## src/hw/isa_pkg.sv

```systemverilog
package isa_pkg;

	// ~~~~~~~~~~~~~~~~~~~~~~~~~~~~~~
	// Register file geometry
	// ~~~~~~~~~~~~~~~~~~~~~~~~~~~~~~

	localparam int NUM_REGS = 8;
	localparam int REG_SEL_W = 3;

	// CALL saves its return address here and RET reads it back.
	localparam logic [REG_SEL_W-1:0] LINK_REG = 3'd6;

	// ~~~~~~~~~~~~~~~~~~~~~~~~~~~~~~
	// Classes and opcodes
	// ~~~~~~~~~~~~~~~~~~~~~~~~~~~~~~

	// The class lives in instruction bits 31:30.
	typedef logic [1:0] class_t;

	localparam class_t CLASS_ARITH = 2'b00;
	localparam class_t CLASS_BRANCH = 2'b01;
	localparam class_t CLASS_MEM = 2'b10;

	// The opcode lives in bits 29:26 and is read within its class.
	localparam int OPCODE_W = 4;

	localparam logic [OPCODE_W-1:0] OPCODE_ADD = 4'h0;
	localparam logic [OPCODE_W-1:0] OPCODE_SUB = 4'h1;
	localparam logic [OPCODE_W-1:0] OPCODE_LSL = 4'h2;
	localparam logic [OPCODE_W-1:0] OPCODE_LSR = 4'h3;
	localparam logic [OPCODE_W-1:0] OPCODE_AND = 4'h4;
	localparam logic [OPCODE_W-1:0] OPCODE_OR = 4'h5;
	localparam logic [OPCODE_W-1:0] OPCODE_XOR = 4'h6;
	localparam logic [OPCODE_W-1:0] OPCODE_MOV = 4'h7;
	localparam logic [OPCODE_W-1:0] OPCODE_MOVHI = 4'h8;
	localparam logic [OPCODE_W-1:0] OPCODE_CMP = 4'h9;

	localparam logic [OPCODE_W-1:0] OPCODE_BNE = 4'h0;
	localparam logic [OPCODE_W-1:0] OPCODE_BEQ = 4'h1;
	localparam logic [OPCODE_W-1:0] OPCODE_BGT = 4'h2;
	localparam logic [OPCODE_W-1:0] OPCODE_BLT = 4'h3;
	localparam logic [OPCODE_W-1:0] OPCODE_B = 4'h4;
	localparam logic [OPCODE_W-1:0] OPCODE_CALL = 4'h5;
	localparam logic [OPCODE_W-1:0] OPCODE_RET = 4'h6;

	// For memory instructions opcode bit 2 marks a store and bits 1:0 carry the width.
	localparam int MEM_STORE_BIT = 2;
	localparam logic [1:0] MEM_OPC_WORD = 2'b00;
	localparam logic [1:0] MEM_OPC_HALF = 2'b01;
	localparam logic [1:0] MEM_OPC_BYTE = 2'b10;

	// ~~~~~~~~~~~~~~~~~~~~~~~~~~~~~~
	// Instruction word
	// ~~~~~~~~~~~~~~~~~~~~~~~~~~~~~~

	// Arithmetic and memory words use reg_form, branches use br_form.
	// In br_form, spare[1] (bit 25) makes the target come from ra.
	typedef union packed {
		struct packed {
			class_t cls;
			logic [OPCODE_W-1:0] opcode;
			logic [15:0] imm16;
			logic use_rb;
			logic [REG_SEL_W-1:0] rd;
			logic [REG_SEL_W-1:0] ra;
			logic [REG_SEL_W-1:0] rb;
		} reg_form;
		struct packed {
			class_t cls;
			logic [OPCODE_W-1:0] opcode;
			logic [1:0] spare;
			logic [23:0] offset;
		} br_form;
	} instr_u;

endpackage

```

## src/hw/pipe_pkg.sv

```systemverilog
package pipe_pkg;

	// ~~~~~~~~~~~~~~~~~~~~~~~~~~~~~~
	// Control encodings
	// ~~~~~~~~~~~~~~~~~~~~~~~~~~~~~~

	// Branch conditions tested against the compare flags.
	typedef logic [2:0] cond_t;

	localparam cond_t COND_NONE = 3'd0;
	localparam cond_t COND_NE = 3'd1;
	localparam cond_t COND_EQ = 3'd2;
	localparam cond_t COND_GT = 3'd3;
	localparam cond_t COND_LT = 3'd4;
	localparam cond_t COND_ALWAYS = 3'd7;

	// Memory access width as reported in a result record.
	typedef logic [1:0] width_t;

	localparam width_t WIDTH_BYTE = 2'd0;
	localparam width_t WIDTH_HALF = 2'd1;
	localparam width_t WIDTH_WORD = 2'd2;

	// What a result record describes.
	typedef logic [1:0] kind_t;

	localparam kind_t KIND_ALU = 2'd0;
	localparam kind_t KIND_MEM = 2'd1;
	localparam kind_t KIND_BRANCH = 2'd2;

	// ~~~~~~~~~~~~~~~~~~~~~~~~~~~~~~
	// Credits and the result queue
	// ~~~~~~~~~~~~~~~~~~~~~~~~~~~~~~

	// Queue depth, which equals the instruction credits handed out at reset.
	localparam int IN_CREDITS = 4;
	localparam int OUT_CREDIT_INIT = 2;

	localparam int QUEUE_PTR_W = $clog2(IN_CREDITS);
	localparam int QUEUE_CNT_W = $clog2(IN_CREDITS + 1);
	localparam int OUT_CNT_W = $clog2(OUT_CREDIT_INIT + 1);

	// One queued record is kind, rd, write, value, addr, taken, store and width.
	localparam int REC_W = $bits(kind_t) + 3 + 1 + 32 + 32 + 1 + 1 + $bits(width_t);

endpackage

```

## src/hw/alu_execute.sv

```systemverilog
`timescale 1ns/1ps

module alu_execute
	import isa_pkg::*, pipe_pkg::*;
(
	input  logic                 clk,
	input  logic                 reset,
	input  logic                 dec_valid,
	input  logic [REG_SEL_W-1:0] rd_sel,
	input  logic [OPCODE_W-1:0]  alu_opc,
	input  cond_t                cond,
	input  logic [31:0]          op1,
	input  logic [31:0]          op2,
	input  logic [31:0]          imm32,
	input  logic [31:0]          pc_plus_4,
	input  kind_t                kind,
	input  logic                 mem_store,
	input  width_t               mem_width,
	input  logic                 branch_ra,
	input  logic                 is_call,
	input  logic                 update_rd,
	output logic                 ex_valid,
	output kind_t                ex_kind,
	output logic [REG_SEL_W-1:0] ex_rd,
	output logic                 ex_write,
	output logic [31:0]          ex_value,
	output logic [31:0]          ex_addr,
	output logic                 ex_taken,
	output logic                 ex_store,
	output width_t               ex_width
);

	logic flag_eq;
	logic flag_gt;
	logic is_cmp;
	logic cond_met;
	logic [31:0] alu_result;
	logic [31:0] branch_target;
	logic [31:0] value_next;
	logic [31:0] addr_next;

	assign is_cmp = (kind == KIND_ALU) && (alu_opc == OPCODE_CMP);

	// ~~~~~~~~~~~~~~~~~~~~~~~~~~~~~~
	// ALU
	// ~~~~~~~~~~~~~~~~~~~~~~~~~~~~~~

	// Shifts use the low five bits of the second operand.
	// CMP yields the difference so the record still carries something useful.
	always_comb begin
		case (alu_opc)
			OPCODE_ADD: alu_result = op1 + op2;
			OPCODE_SUB: alu_result = op1 - op2;
			OPCODE_LSL: alu_result = op1 << op2[4:0];
			OPCODE_LSR: alu_result = op1 >> op2[4:0];
			OPCODE_AND: alu_result = op1 & op2;
			OPCODE_OR: alu_result = op1 | op2;
			OPCODE_XOR: alu_result = op1 ^ op2;
			OPCODE_MOV: alu_result = op2;
			OPCODE_MOVHI: alu_result = imm32;
			OPCODE_CMP: alu_result = op1 - op2;
			default: alu_result = op1 + op2;
		endcase
	end

	// The flags persist until the next CMP and are compared signed.
	always_ff @(posedge clk) begin
		if (reset) begin
			flag_eq <= 1'b0;
			flag_gt <= 1'b0;
		end else if (dec_valid && is_cmp) begin
			flag_eq <= (op1 == op2);
			flag_gt <= ($signed(op1) > $signed(op2));
		end
	end

	// ~~~~~~~~~~~~~~~~~~~~~~~~~~~~~~
	// Branches and addresses
	// ~~~~~~~~~~~~~~~~~~~~~~~~~~~~~~

	// Less-than is whatever is neither equal nor greater.
	always_comb begin
		case (cond)
			COND_NE: cond_met = !flag_eq;
			COND_EQ: cond_met = flag_eq;
			COND_GT: cond_met = flag_gt;
			COND_LT: cond_met = !flag_gt && !flag_eq;
			COND_ALWAYS: cond_met = 1'b1;
			default: cond_met = 1'b0;
		endcase
	end

	// RET and other register-indirect branches jump to the ra value.
	assign branch_target = branch_ra ? op1 : pc_plus_4 + imm32;

	// Each record kind packs its own meaning into value and addr.
	always_comb begin
		case (kind)
			KIND_MEM: begin
				value_next = mem_store ? op2 : 32'h0;
				addr_next = op1 + imm32;
			end
			KIND_BRANCH: begin
				value_next = is_call ? pc_plus_4 : 32'h0;
				addr_next = branch_target;
			end
			default: begin
				value_next = alu_result;
				addr_next = 32'h0;
			end
		endcase
	end

	// Control half of the execute register.
	always_ff @(posedge clk) begin
		if (reset) begin
			ex_valid <= 1'b0;
			ex_kind <= KIND_ALU;
			ex_write <= 1'b0;
		end else begin
			ex_valid <= dec_valid;
			ex_kind <= kind;
			ex_write <= update_rd;
		end
	end

	// Payload half.
	always_ff @(posedge clk) begin
		ex_rd <= rd_sel;
		ex_value <= value_next;
		ex_addr <= addr_next;
		ex_taken <= (kind == KIND_BRANCH) && cond_met;
		ex_store <= mem_store;
		ex_width <= mem_width;
	end

endmodule

```

## src/hw/core_datapath.sv

```systemverilog
`timescale 1ns/1ps

module core_datapath
	import isa_pkg::*, pipe_pkg::*;
(
	input  logic                 clk,
	input  logic                 reset,
	input  logic                 in_valid,
	input  instr_u               in_instr,
	input  logic [31:0]          in_pc_plus_4,
	output logic                 in_credit,
	output logic                 res_valid,
	output kind_t                res_kind,
	output logic [REG_SEL_W-1:0] res_rd,
	output logic                 res_write,
	output logic [31:0]          res_value,
	output logic [31:0]          res_addr,
	output logic                 res_taken,
	output logic                 res_store,
	output width_t               res_width,
	input  logic                 out_credit
);

	// ~~~~~~~~~~~~~~~~~~~~~~~~~~~~~~
	// Register file ports
	// ~~~~~~~~~~~~~~~~~~~~~~~~~~~~~~

	logic [REG_SEL_W-1:0] ra_sel;
	logic [REG_SEL_W-1:0] rb_sel;
	logic [31:0] ra_data;
	logic [31:0] rb_data;
	logic wr_en;
	logic [REG_SEL_W-1:0] wr_sel;
	logic [31:0] wr_data;

	// ~~~~~~~~~~~~~~~~~~~~~~~~~~~~~~
	// Decode to execute
	// ~~~~~~~~~~~~~~~~~~~~~~~~~~~~~~

	logic dec_valid;
	logic [REG_SEL_W-1:0] rd_sel;
	logic [OPCODE_W-1:0] alu_opc;
	cond_t cond;
	logic [31:0] op1;
	logic [31:0] op2;
	logic [31:0] imm32;
	logic [31:0] dec_pc_plus_4;
	kind_t kind;
	logic mem_store;
	width_t mem_width;
	logic branch_ra;
	logic is_call;
	logic update_rd;

	// ~~~~~~~~~~~~~~~~~~~~~~~~~~~~~~
	// Execute to result
	// ~~~~~~~~~~~~~~~~~~~~~~~~~~~~~~

	logic ex_valid;
	kind_t ex_kind;
	logic [REG_SEL_W-1:0] ex_rd;
	logic ex_write;
	logic [31:0] ex_value;
	logic [31:0] ex_addr;
	logic ex_taken;
	logic ex_store;
	width_t ex_width;

	// Signal names match the module ports, so only the renamed PC is spelled out.
	reg_file u_reg_file (.*);

	instr_decode u_decode (.pc_plus_4_out(dec_pc_plus_4), .*);

	alu_execute u_execute (.pc_plus_4(dec_pc_plus_4), .*);

	result_stage u_result (.*);

endmodule

```

## src/hw/instr_decode.sv

```systemverilog
`timescale 1ns/1ps

module instr_decode
	import isa_pkg::*, pipe_pkg::*;
(
	input  logic                 clk,
	input  logic                 reset,
	input  logic                 in_valid,
	input  instr_u               in_instr,
	input  logic [31:0]          in_pc_plus_4,
	input  logic [31:0]          ra_data,
	input  logic [31:0]          rb_data,
	output logic [REG_SEL_W-1:0] ra_sel,
	output logic [REG_SEL_W-1:0] rb_sel,
	output logic                 dec_valid,
	output logic [REG_SEL_W-1:0] rd_sel,
	output logic [OPCODE_W-1:0]  alu_opc,
	output cond_t                cond,
	output logic [31:0]          op1,
	output logic [31:0]          op2,
	output logic [31:0]          imm32,
	output logic [31:0]          pc_plus_4_out,
	output kind_t                kind,
	output logic                 mem_store,
	output width_t               mem_width,
	output logic                 branch_ra,
	output logic                 is_call,
	output logic                 update_rd
);

	class_t cls;
	logic [OPCODE_W-1:0] opcode;
	logic is_arith;
	logic is_branch;
	logic is_mem;
	logic [31:0] imm16_sext;
	logic [31:0] imm24_sext;
	logic [31:0] imm_sel;
	logic op2_is_rb;
	cond_t cond_dec;
	width_t width_dec;

	// ~~~~~~~~~~~~~~~~~~~~~~~~~~~~~~
	// Field extraction
	// ~~~~~~~~~~~~~~~~~~~~~~~~~~~~~~

	// Class and opcode sit at the same place in both views.
	assign cls = in_instr.reg_form.cls;
	assign opcode = in_instr.reg_form.opcode;

	assign is_arith = (cls == CLASS_ARITH);
	assign is_branch = (cls == CLASS_BRANCH);
	assign is_mem = (cls == CLASS_MEM);

	// RET takes its target from the link register, so ra is forced to it.
	assign ra_sel = (is_branch && opcode == OPCODE_RET) ? LINK_REG : in_instr.reg_form.ra;
	assign rb_sel = in_instr.reg_form.rb;

	// Branch offsets count words, hence the two zero bits at the bottom.
	assign imm16_sext = {{16{in_instr.reg_form.imm16[15]}}, in_instr.reg_form.imm16};
	assign imm24_sext = {{6{in_instr.br_form.offset[23]}}, in_instr.br_form.offset, 2'b00};

	// MOVHI loads the raw 16-bit immediate into the upper half of the word.
	always_comb begin
		if (is_branch) begin
			imm_sel = imm24_sext;
		end else if (is_arith && opcode == OPCODE_MOVHI) begin
			imm_sel = {in_instr.reg_form.imm16, 16'h0000};
		end else begin
			imm_sel = imm16_sext;
		end
	end

	// Stores always need rb as data, arithmetic only when bit 9 asks for it.
	assign op2_is_rb = (is_arith && in_instr.reg_form.use_rb) || is_mem;

	// ~~~~~~~~~~~~~~~~~~~~~~~~~~~~~~
	// Condition and width mapping
	// ~~~~~~~~~~~~~~~~~~~~~~~~~~~~~~

	// B, CALL and RET fall through to an unconditional branch.
	always_comb begin
		cond_dec = COND_NONE;
		if (is_branch) begin
			case (opcode)
				OPCODE_BNE: cond_dec = COND_NE;
				OPCODE_BEQ: cond_dec = COND_EQ;
				OPCODE_BGT: cond_dec = COND_GT;
				OPCODE_BLT: cond_dec = COND_LT;
				default: cond_dec = COND_ALWAYS;
			endcase
		end
	end

	// The encoding order of widths in the opcode is reversed from width_t.
	always_comb begin
		width_dec = WIDTH_WORD;
		if (is_mem) begin
			case (opcode[1:0])
				MEM_OPC_WORD: width_dec = WIDTH_WORD;
				MEM_OPC_HALF: width_dec = WIDTH_HALF;
				MEM_OPC_BYTE: width_dec = WIDTH_BYTE;
				default: width_dec = WIDTH_BYTE;
			endcase
		end
	end

	// ~~~~~~~~~~~~~~~~~~~~~~~~~~~~~~
	// Registers into execute
	// ~~~~~~~~~~~~~~~~~~~~~~~~~~~~~~

	// Control fields.
	always_ff @(posedge clk) begin
		if (reset) begin
			dec_valid <= 1'b0;
			kind <= KIND_ALU;
			cond <= COND_NONE;
			update_rd <= 1'b0;
			mem_store <= 1'b0;
			is_call <= 1'b0;
			branch_ra <= 1'b0;
		end else begin
			dec_valid <= in_valid;
			kind <= is_mem ? KIND_MEM : (is_branch ? KIND_BRANCH : KIND_ALU);
			cond <= cond_dec;
			// CMP only sets flags, and CALL writes the link register.
			update_rd <= (is_arith && opcode != OPCODE_CMP) ||
				(is_branch && opcode == OPCODE_CALL);
			mem_store <= is_mem && opcode[MEM_STORE_BIT];
			is_call <= is_branch && opcode == OPCODE_CALL;
			branch_ra <= is_branch && in_instr.br_form.spare[1];
		end
	end

	// Operands and other payload, qualified downstream by dec_valid.
	always_ff @(posedge clk) begin
		rd_sel <= (is_branch && opcode == OPCODE_CALL) ? LINK_REG : in_instr.reg_form.rd;
		alu_opc <= is_arith ? opcode : OPCODE_ADD;
		op1 <= ra_data;
		op2 <= op2_is_rb ? rb_data : imm_sel;
		imm32 <= imm_sel;
		pc_plus_4_out <= in_pc_plus_4;
		mem_width <= width_dec;
	end

endmodule

```

## src/hw/reg_file.sv

```systemverilog
`timescale 1ns/1ps

module reg_file
	import isa_pkg::*;
(
	input  logic                 clk,
	input  logic                 reset,
	input  logic [REG_SEL_W-1:0] ra_sel,
	input  logic [REG_SEL_W-1:0] rb_sel,
	output logic [31:0]          ra_data,
	output logic [31:0]          rb_data,
	input  logic                 wr_en,
	input  logic [REG_SEL_W-1:0] wr_sel,
	input  logic [31:0]          wr_data
);

	logic [31:0] regs [NUM_REGS];

	// Both read ports are purely combinational so decode can capture the
	// operands at the same edge as the instruction fields.
	// A write landing in the same cycle shows up only after the edge.
	assign ra_data = regs[ra_sel];
	assign rb_data = regs[rb_sel];

	// The single write port is driven by the result stage.
	always_ff @(posedge clk) begin
		if (reset) begin
			for (int i = 0; i < NUM_REGS; i++) begin
				regs[i] <= '0;
			end
		end else if (wr_en) begin
			regs[wr_sel] <= wr_data;
		end
	end

endmodule

```

## src/hw/result_stage.sv

```systemverilog
`timescale 1ns/1ps

module result_stage
	import isa_pkg::*, pipe_pkg::*;
(
	input  logic                 clk,
	input  logic                 reset,
	input  logic                 ex_valid,
	input  kind_t                ex_kind,
	input  logic [REG_SEL_W-1:0] ex_rd,
	input  logic                 ex_write,
	input  logic [31:0]          ex_value,
	input  logic [31:0]          ex_addr,
	input  logic                 ex_taken,
	input  logic                 ex_store,
	input  width_t               ex_width,
	output logic                 wr_en,
	output logic [REG_SEL_W-1:0] wr_sel,
	output logic [31:0]          wr_data,
	output logic                 res_valid,
	output kind_t                res_kind,
	output logic [REG_SEL_W-1:0] res_rd,
	output logic                 res_write,
	output logic [31:0]          res_value,
	output logic [31:0]          res_addr,
	output logic                 res_taken,
	output logic                 res_store,
	output width_t               res_width,
	input  logic                 out_credit,
	output logic                 in_credit
);

	logic [REC_W-1:0] queue [IN_CREDITS];
	logic [REC_W-1:0] push_rec;
	logic [QUEUE_PTR_W-1:0] wr_ptr;
	logic [QUEUE_PTR_W-1:0] rd_ptr;
	logic [QUEUE_CNT_W-1:0] count;
	logic [OUT_CNT_W-1:0] out_credits;
	logic pop;

	// The register write happens at the same edge as the queue push.
	assign wr_en = ex_valid && ex_write;
	assign wr_sel = ex_rd;
	assign wr_data = ex_value;

	// ~~~~~~~~~~~~~~~~~~~~~~~~~~~~~~
	// Result queue
	// ~~~~~~~~~~~~~~~~~~~~~~~~~~~~~~

	// Upstream credits bound the occupancy, so a push never finds it full.
	assign push_rec = {ex_kind, ex_rd, ex_write, ex_value, ex_addr, ex_taken, ex_store, ex_width};

	always_ff @(posedge clk) begin
		if (ex_valid) begin
			queue[wr_ptr] <= push_rec;
		end
	end

	// The consumer always takes a record, so presenting one is popping it.
	assign pop = (count != '0) && (out_credits != '0);
	assign res_valid = pop;
	assign {res_kind, res_rd, res_write, res_value, res_addr, res_taken, res_store,
		res_width} = queue[rd_ptr];

	// Pointers wrap naturally because the depth is a power of two.
	always_ff @(posedge clk) begin
		if (reset) begin
			wr_ptr <= '0;
			rd_ptr <= '0;
			count <= '0;
			out_credits <= OUT_CNT_W'(OUT_CREDIT_INIT);
			in_credit <= 1'b0;
		end else begin
			if (ex_valid) begin
				wr_ptr <= wr_ptr + 1'b1;
			end
			if (pop) begin
				rd_ptr <= rd_ptr + 1'b1;
			end
			if (ex_valid && !pop) begin
				count <= count + 1'b1;
			end else if (!ex_valid && pop) begin
				count <= count - 1'b1;
			end
			// A returned credit and a pop in one cycle cancel out.
			if (out_credit && !pop) begin
				out_credits <= out_credits + 1'b1;
			end else if (!out_credit && pop) begin
				out_credits <= out_credits - 1'b1;
			end
			// Each record leaving frees one slot for upstream.
			in_credit <= pop;
		end
	end

endmodule

```

## config.mk

```make
export PLATFORM = sky130hd
export DESIGN_NAME = core_datapath
export DESIGN_NICKNAME = d
export VERILOG_FILES = /design/src/hw/isa_pkg.sv /design/src/hw/pipe_pkg.sv /design/src/hw/alu_execute.sv /design/src/hw/core_datapath.sv /design/src/hw/instr_decode.sv /design/src/hw/reg_file.sv /design/src/hw/result_stage.sv
export SDC_FILE = /design/constraint.sdc
export NUM_CORES = 2
export LEC_CHECK = 0
export ABC_AREA = 0
export BUFFER_PORTS_ARGS = -buffer_cell sky130_fd_sc_hd__buf_2
export CELL_PAD_IN_SITES_DETAIL_PLACEMENT = 0
export CELL_PAD_IN_SITES_GLOBAL_PLACEMENT = 1
export CORE_MARGIN = 8
export CORE_UTILIZATION = 43
export CTS_CLUSTER_SIZE = 28
export DETAILED_ROUTE_END_ITERATION = 7
export PLACE_DENSITY_LB_ADDON = 0.1
export SYNTH_ARGS = -nofsm -noshare
export SYNTH_HDL_FRONTEND = slang
export SYNTH_SLANG_ARGS = --single-unit
export TNS_END_PERCENT = 5
```

## constraint.sdc

```tcl
create_clock -name clk -period 4 [get_ports clk]
set_input_delay 0.8 -clock clk [delete_from_list [all_inputs] [get_ports clk]]
set_output_delay 0.8 -clock clk [all_outputs]
set_load 0.02 [all_outputs]
```

==> impl_metrics.toml <==
[routing]
firstDrtPassIters = 5
ant_nets = 0
drtIter0Drc = 3533
wirelength_mm = 164.1
vias = 33330
wl_per_cell_um = 30.14
via_per_inst = 6.123
drc = 0

[yosys]
synthArstFlopShare_pct = 0
yosysSeqAreaShare_pct = 48.94
synth_flop_cell = "edfxtp_1"
syn_avg_cell_area_um2 = 11.16
postSynthCellCount = 3899
synth_area_um2 = 43520
synth-edff-count = 552
synth_seq_cells = 788
yosys_warnings = 0
synth.most_common_cell = "edfxtp_1"
synth_top_area_cell = "edfxtp_1"
synthTopCellsByCount = "edfxtp_1, a21oi_1, and2_1"
netlist.area_leader.share_pct = 38.09
yosys.cell_types.count = 92
synth_area_leaders = "edfxtp_1, dfxtp_1, mux4_2"
synth_nets = 4140

[floorplan]
fp.dieArea_um2 = 111600
design.core.area_um2 = 100100
io_pins = 144
die_h_um = 334.1
rows = 116
dieWidth_um = 334.1
initial_utilization_pct = 43.46

[sta]
tns_ns = 0
fmax_mhz = 260.1
slew-limit-headroom_pct = 11.45
layout_min_cycle_time_ns = 3.845
worst_pin_slew_ns = 1.314
clock_skew_ns = 0.04723
hold_ws_ns = 0.2211
drv_slew = 0
hold_violations = 0
timing.final.crit_share_pct = 96.12
setup_viol = 0
rsz0062_at_grt = "no"

[global_routing]
grt_pass1_wl_mm = 234.8
grt.total_usage_pct = 28.61
grt-ovfl-total = 0
grt_pass1_vias = 32990
grt_max_degree = 97
antenna_found_initial = 11

[cts]
clkTransAtPathRegs_ns = 0.06
post_cts.repair.setup_buffers = 0
numCtsBuffers = 91
clock-sinks = 788
ctsResizeCount = 0
h-tree-depth = 3
insertion_delay_ns = 0.70
cts_tree = "yes"
ctsHoldBuffers = 0
cts_buffer_depth = 3
cts-root-buf = "clkbuf_16"

[worst_setup_path]
cp.required_ns = 4.60
cp_slowest_stage_delay_ns = 0.62
crit_buf_inv = 2
cp_top_family = "compound AO/OA/AOI/OAI gates"
cp_max_fo = 8
start_kind = "register"
arrival_ns = 4.44
worst_path_max_delay_cell = "o31ai_1"
crit_chain = "ha_1, inv_1, fa_1, nor2b_1, o31ai_1, o31ai_1, o211ai_2, o41ai_2, buf_4, and3b_1, o221ai_1, o221a_2, a211oi_1"
crit_top_cell = "o31ai_1"
critPathCaptureType = "register"
critPathKind = "reg -> reg"

[placement]
dp_hpwl_mm = 120.4
routabilityCongestion = 0.9982
portBuffers = 143

[power_and_ir_drop]
vdd_drop_max_v = 0.0004718
power.total_uw = 24830
leakagePower_uw = 0.01926
power_density_nw_per_um2 = 499.7

[flow_run]
drv_cap = 0

[final_layout]
nets = 4307
drive_gt1_share_pct = 18.04
area_delta_synth_final_pct = 14.19

[min_path]
hold_path_class = "in -> reg"

[outcome]
status = "finished clean"
-- cell families (layout without fill, tap and decap cells) --
logic type      after synthesis  after routing  share of synthesized area, %
simple gates               1063           1063                         12.18
buf+inv                     419            661                         3.761
xor+xnor                     71             71                         1.429
mux                         362            362                         13.02
other cells                   0              4                             0
flops                       788            788                         48.94
fa+ha+maj                   173            173                         5.060
compound gates             1023           1023                         15.61
-- layout by cell type (no fill, tap or decap), types with 26 or more instances in the layout --
master / instances
and2_1: 272
buf_2: 140
edfxtp_1: 552
a211oi_1: 39
nand3_1: 74
dfxtp_1: 230
mux4_2: 162
o22ai_1: 29
clkbuf_16: 93
nor2b_1: 33
nand2_1: 267
o221a_2: 34
o21ai_0: 216
inv_1: 155
a21oi_1: 292
xnor2_1: 41
nor2_1: 236
ha_1: 167
a21o_1: 54
a221oi_1: 26
nor3_1: 33
mux2i_1: 189
o211ai_1: 47
buf_4: 171
a22oi_1: 72
xor2_1: 30
-- area by class of cell --
cell class | count | area (µm²)
Inverter | 157 | 589.3
Timing Repair Buffer | 336 | 2485
Tap cell | 1298 | 1624
Clock buffer | 116 | 2444
Antenna cell | 4 | 10.01
Clock inverter | 52 | 556.8
Fill cell | 9130 | 50450
Multi-Input combinational cell | 2692 | 20670
Sequential cell | 788 | 21320
-- metrics by stage --
stage          worst slack, ns  cells  cell area, µm²  util (%)
6_report                0.1553   5443           49690     49.62
5_1_grt                0.01983   5439           49680     49.61
4_1_cts                 0.2671   5439           49680     49.61
3_5_place_dp            0.2691   5271           46680     46.61
3_3_place_gp            0.2867   5271           46680     46.61
2_1_floorplan           0.3676   3899           43520         -
-- worst reg2reg max path, delay by kind of cell, from the launching register on --
family	cells	cell delay (ns)
AO/OA/AOI/OAI	7	1.92
flip-flops	1	0.50
adder cells (fa/ha/maj)	2	0.68
buffers and inverters	2	0.27
AND/OR/NAND/NOR	2	0.42
-- where the power goes --
group | internal [µW] | switching, µW
combinational | 2460 | 3970
sequential | 9230 | 869
clock | 4780 | 3530
total | 16500 | 8370
-- final timing paths --
| check | slack (ns) | endpoint | start | cells past startpoint |
|---|---|---|---|---|
| hold reg to reg | 0.33 | u_execute.ex_rd[0] | u_decode.rd_sel[0] | 0 |
| setup / recovery | 0.16 | u_execute.ex_value[28] | u_decode.op1[0] | 13 |
| setup reg to reg | 0.16 | u_execute.ex_value[28] | u_decode.op1[0] | 13 |
| hold / removal | 0.22 | u_decode.pc_plus_4_out[26] | in_pc_plus_4[26] | 1 |
-- metal layers --
layer,wire [µm],vias to the layer above,global-route usage (%),part of all wire [%]
met5,11,-,0,0.0067
met3,11430,302,5.384,7.0
li1,-,14990,-,-
met4,7780,2,11.93,4.7
met2,75150,1346,45.84,46
met1,69690,16690,38.08,42
-- registers in the layout (all words and copies together), names as in the netlist, 3 cells and up, named ones only --
name / cells
u_result.queue: 296
u_reg_file.regs: 256
u_decode.imm32: 32
u_decode.op1: 32
u_decode.op2: 32
u_decode.pc_plus_4_out: 32
u_execute.ex_addr: 32
u_execute.ex_value: 32
u_decode.alu_opc: 4
u_decode.cond: 3
u_decode.rd_sel: 3
u_execute.ex_rd: 3
u_result.count: 3
No activity file was read; power rests on OpenSTA's default activity.
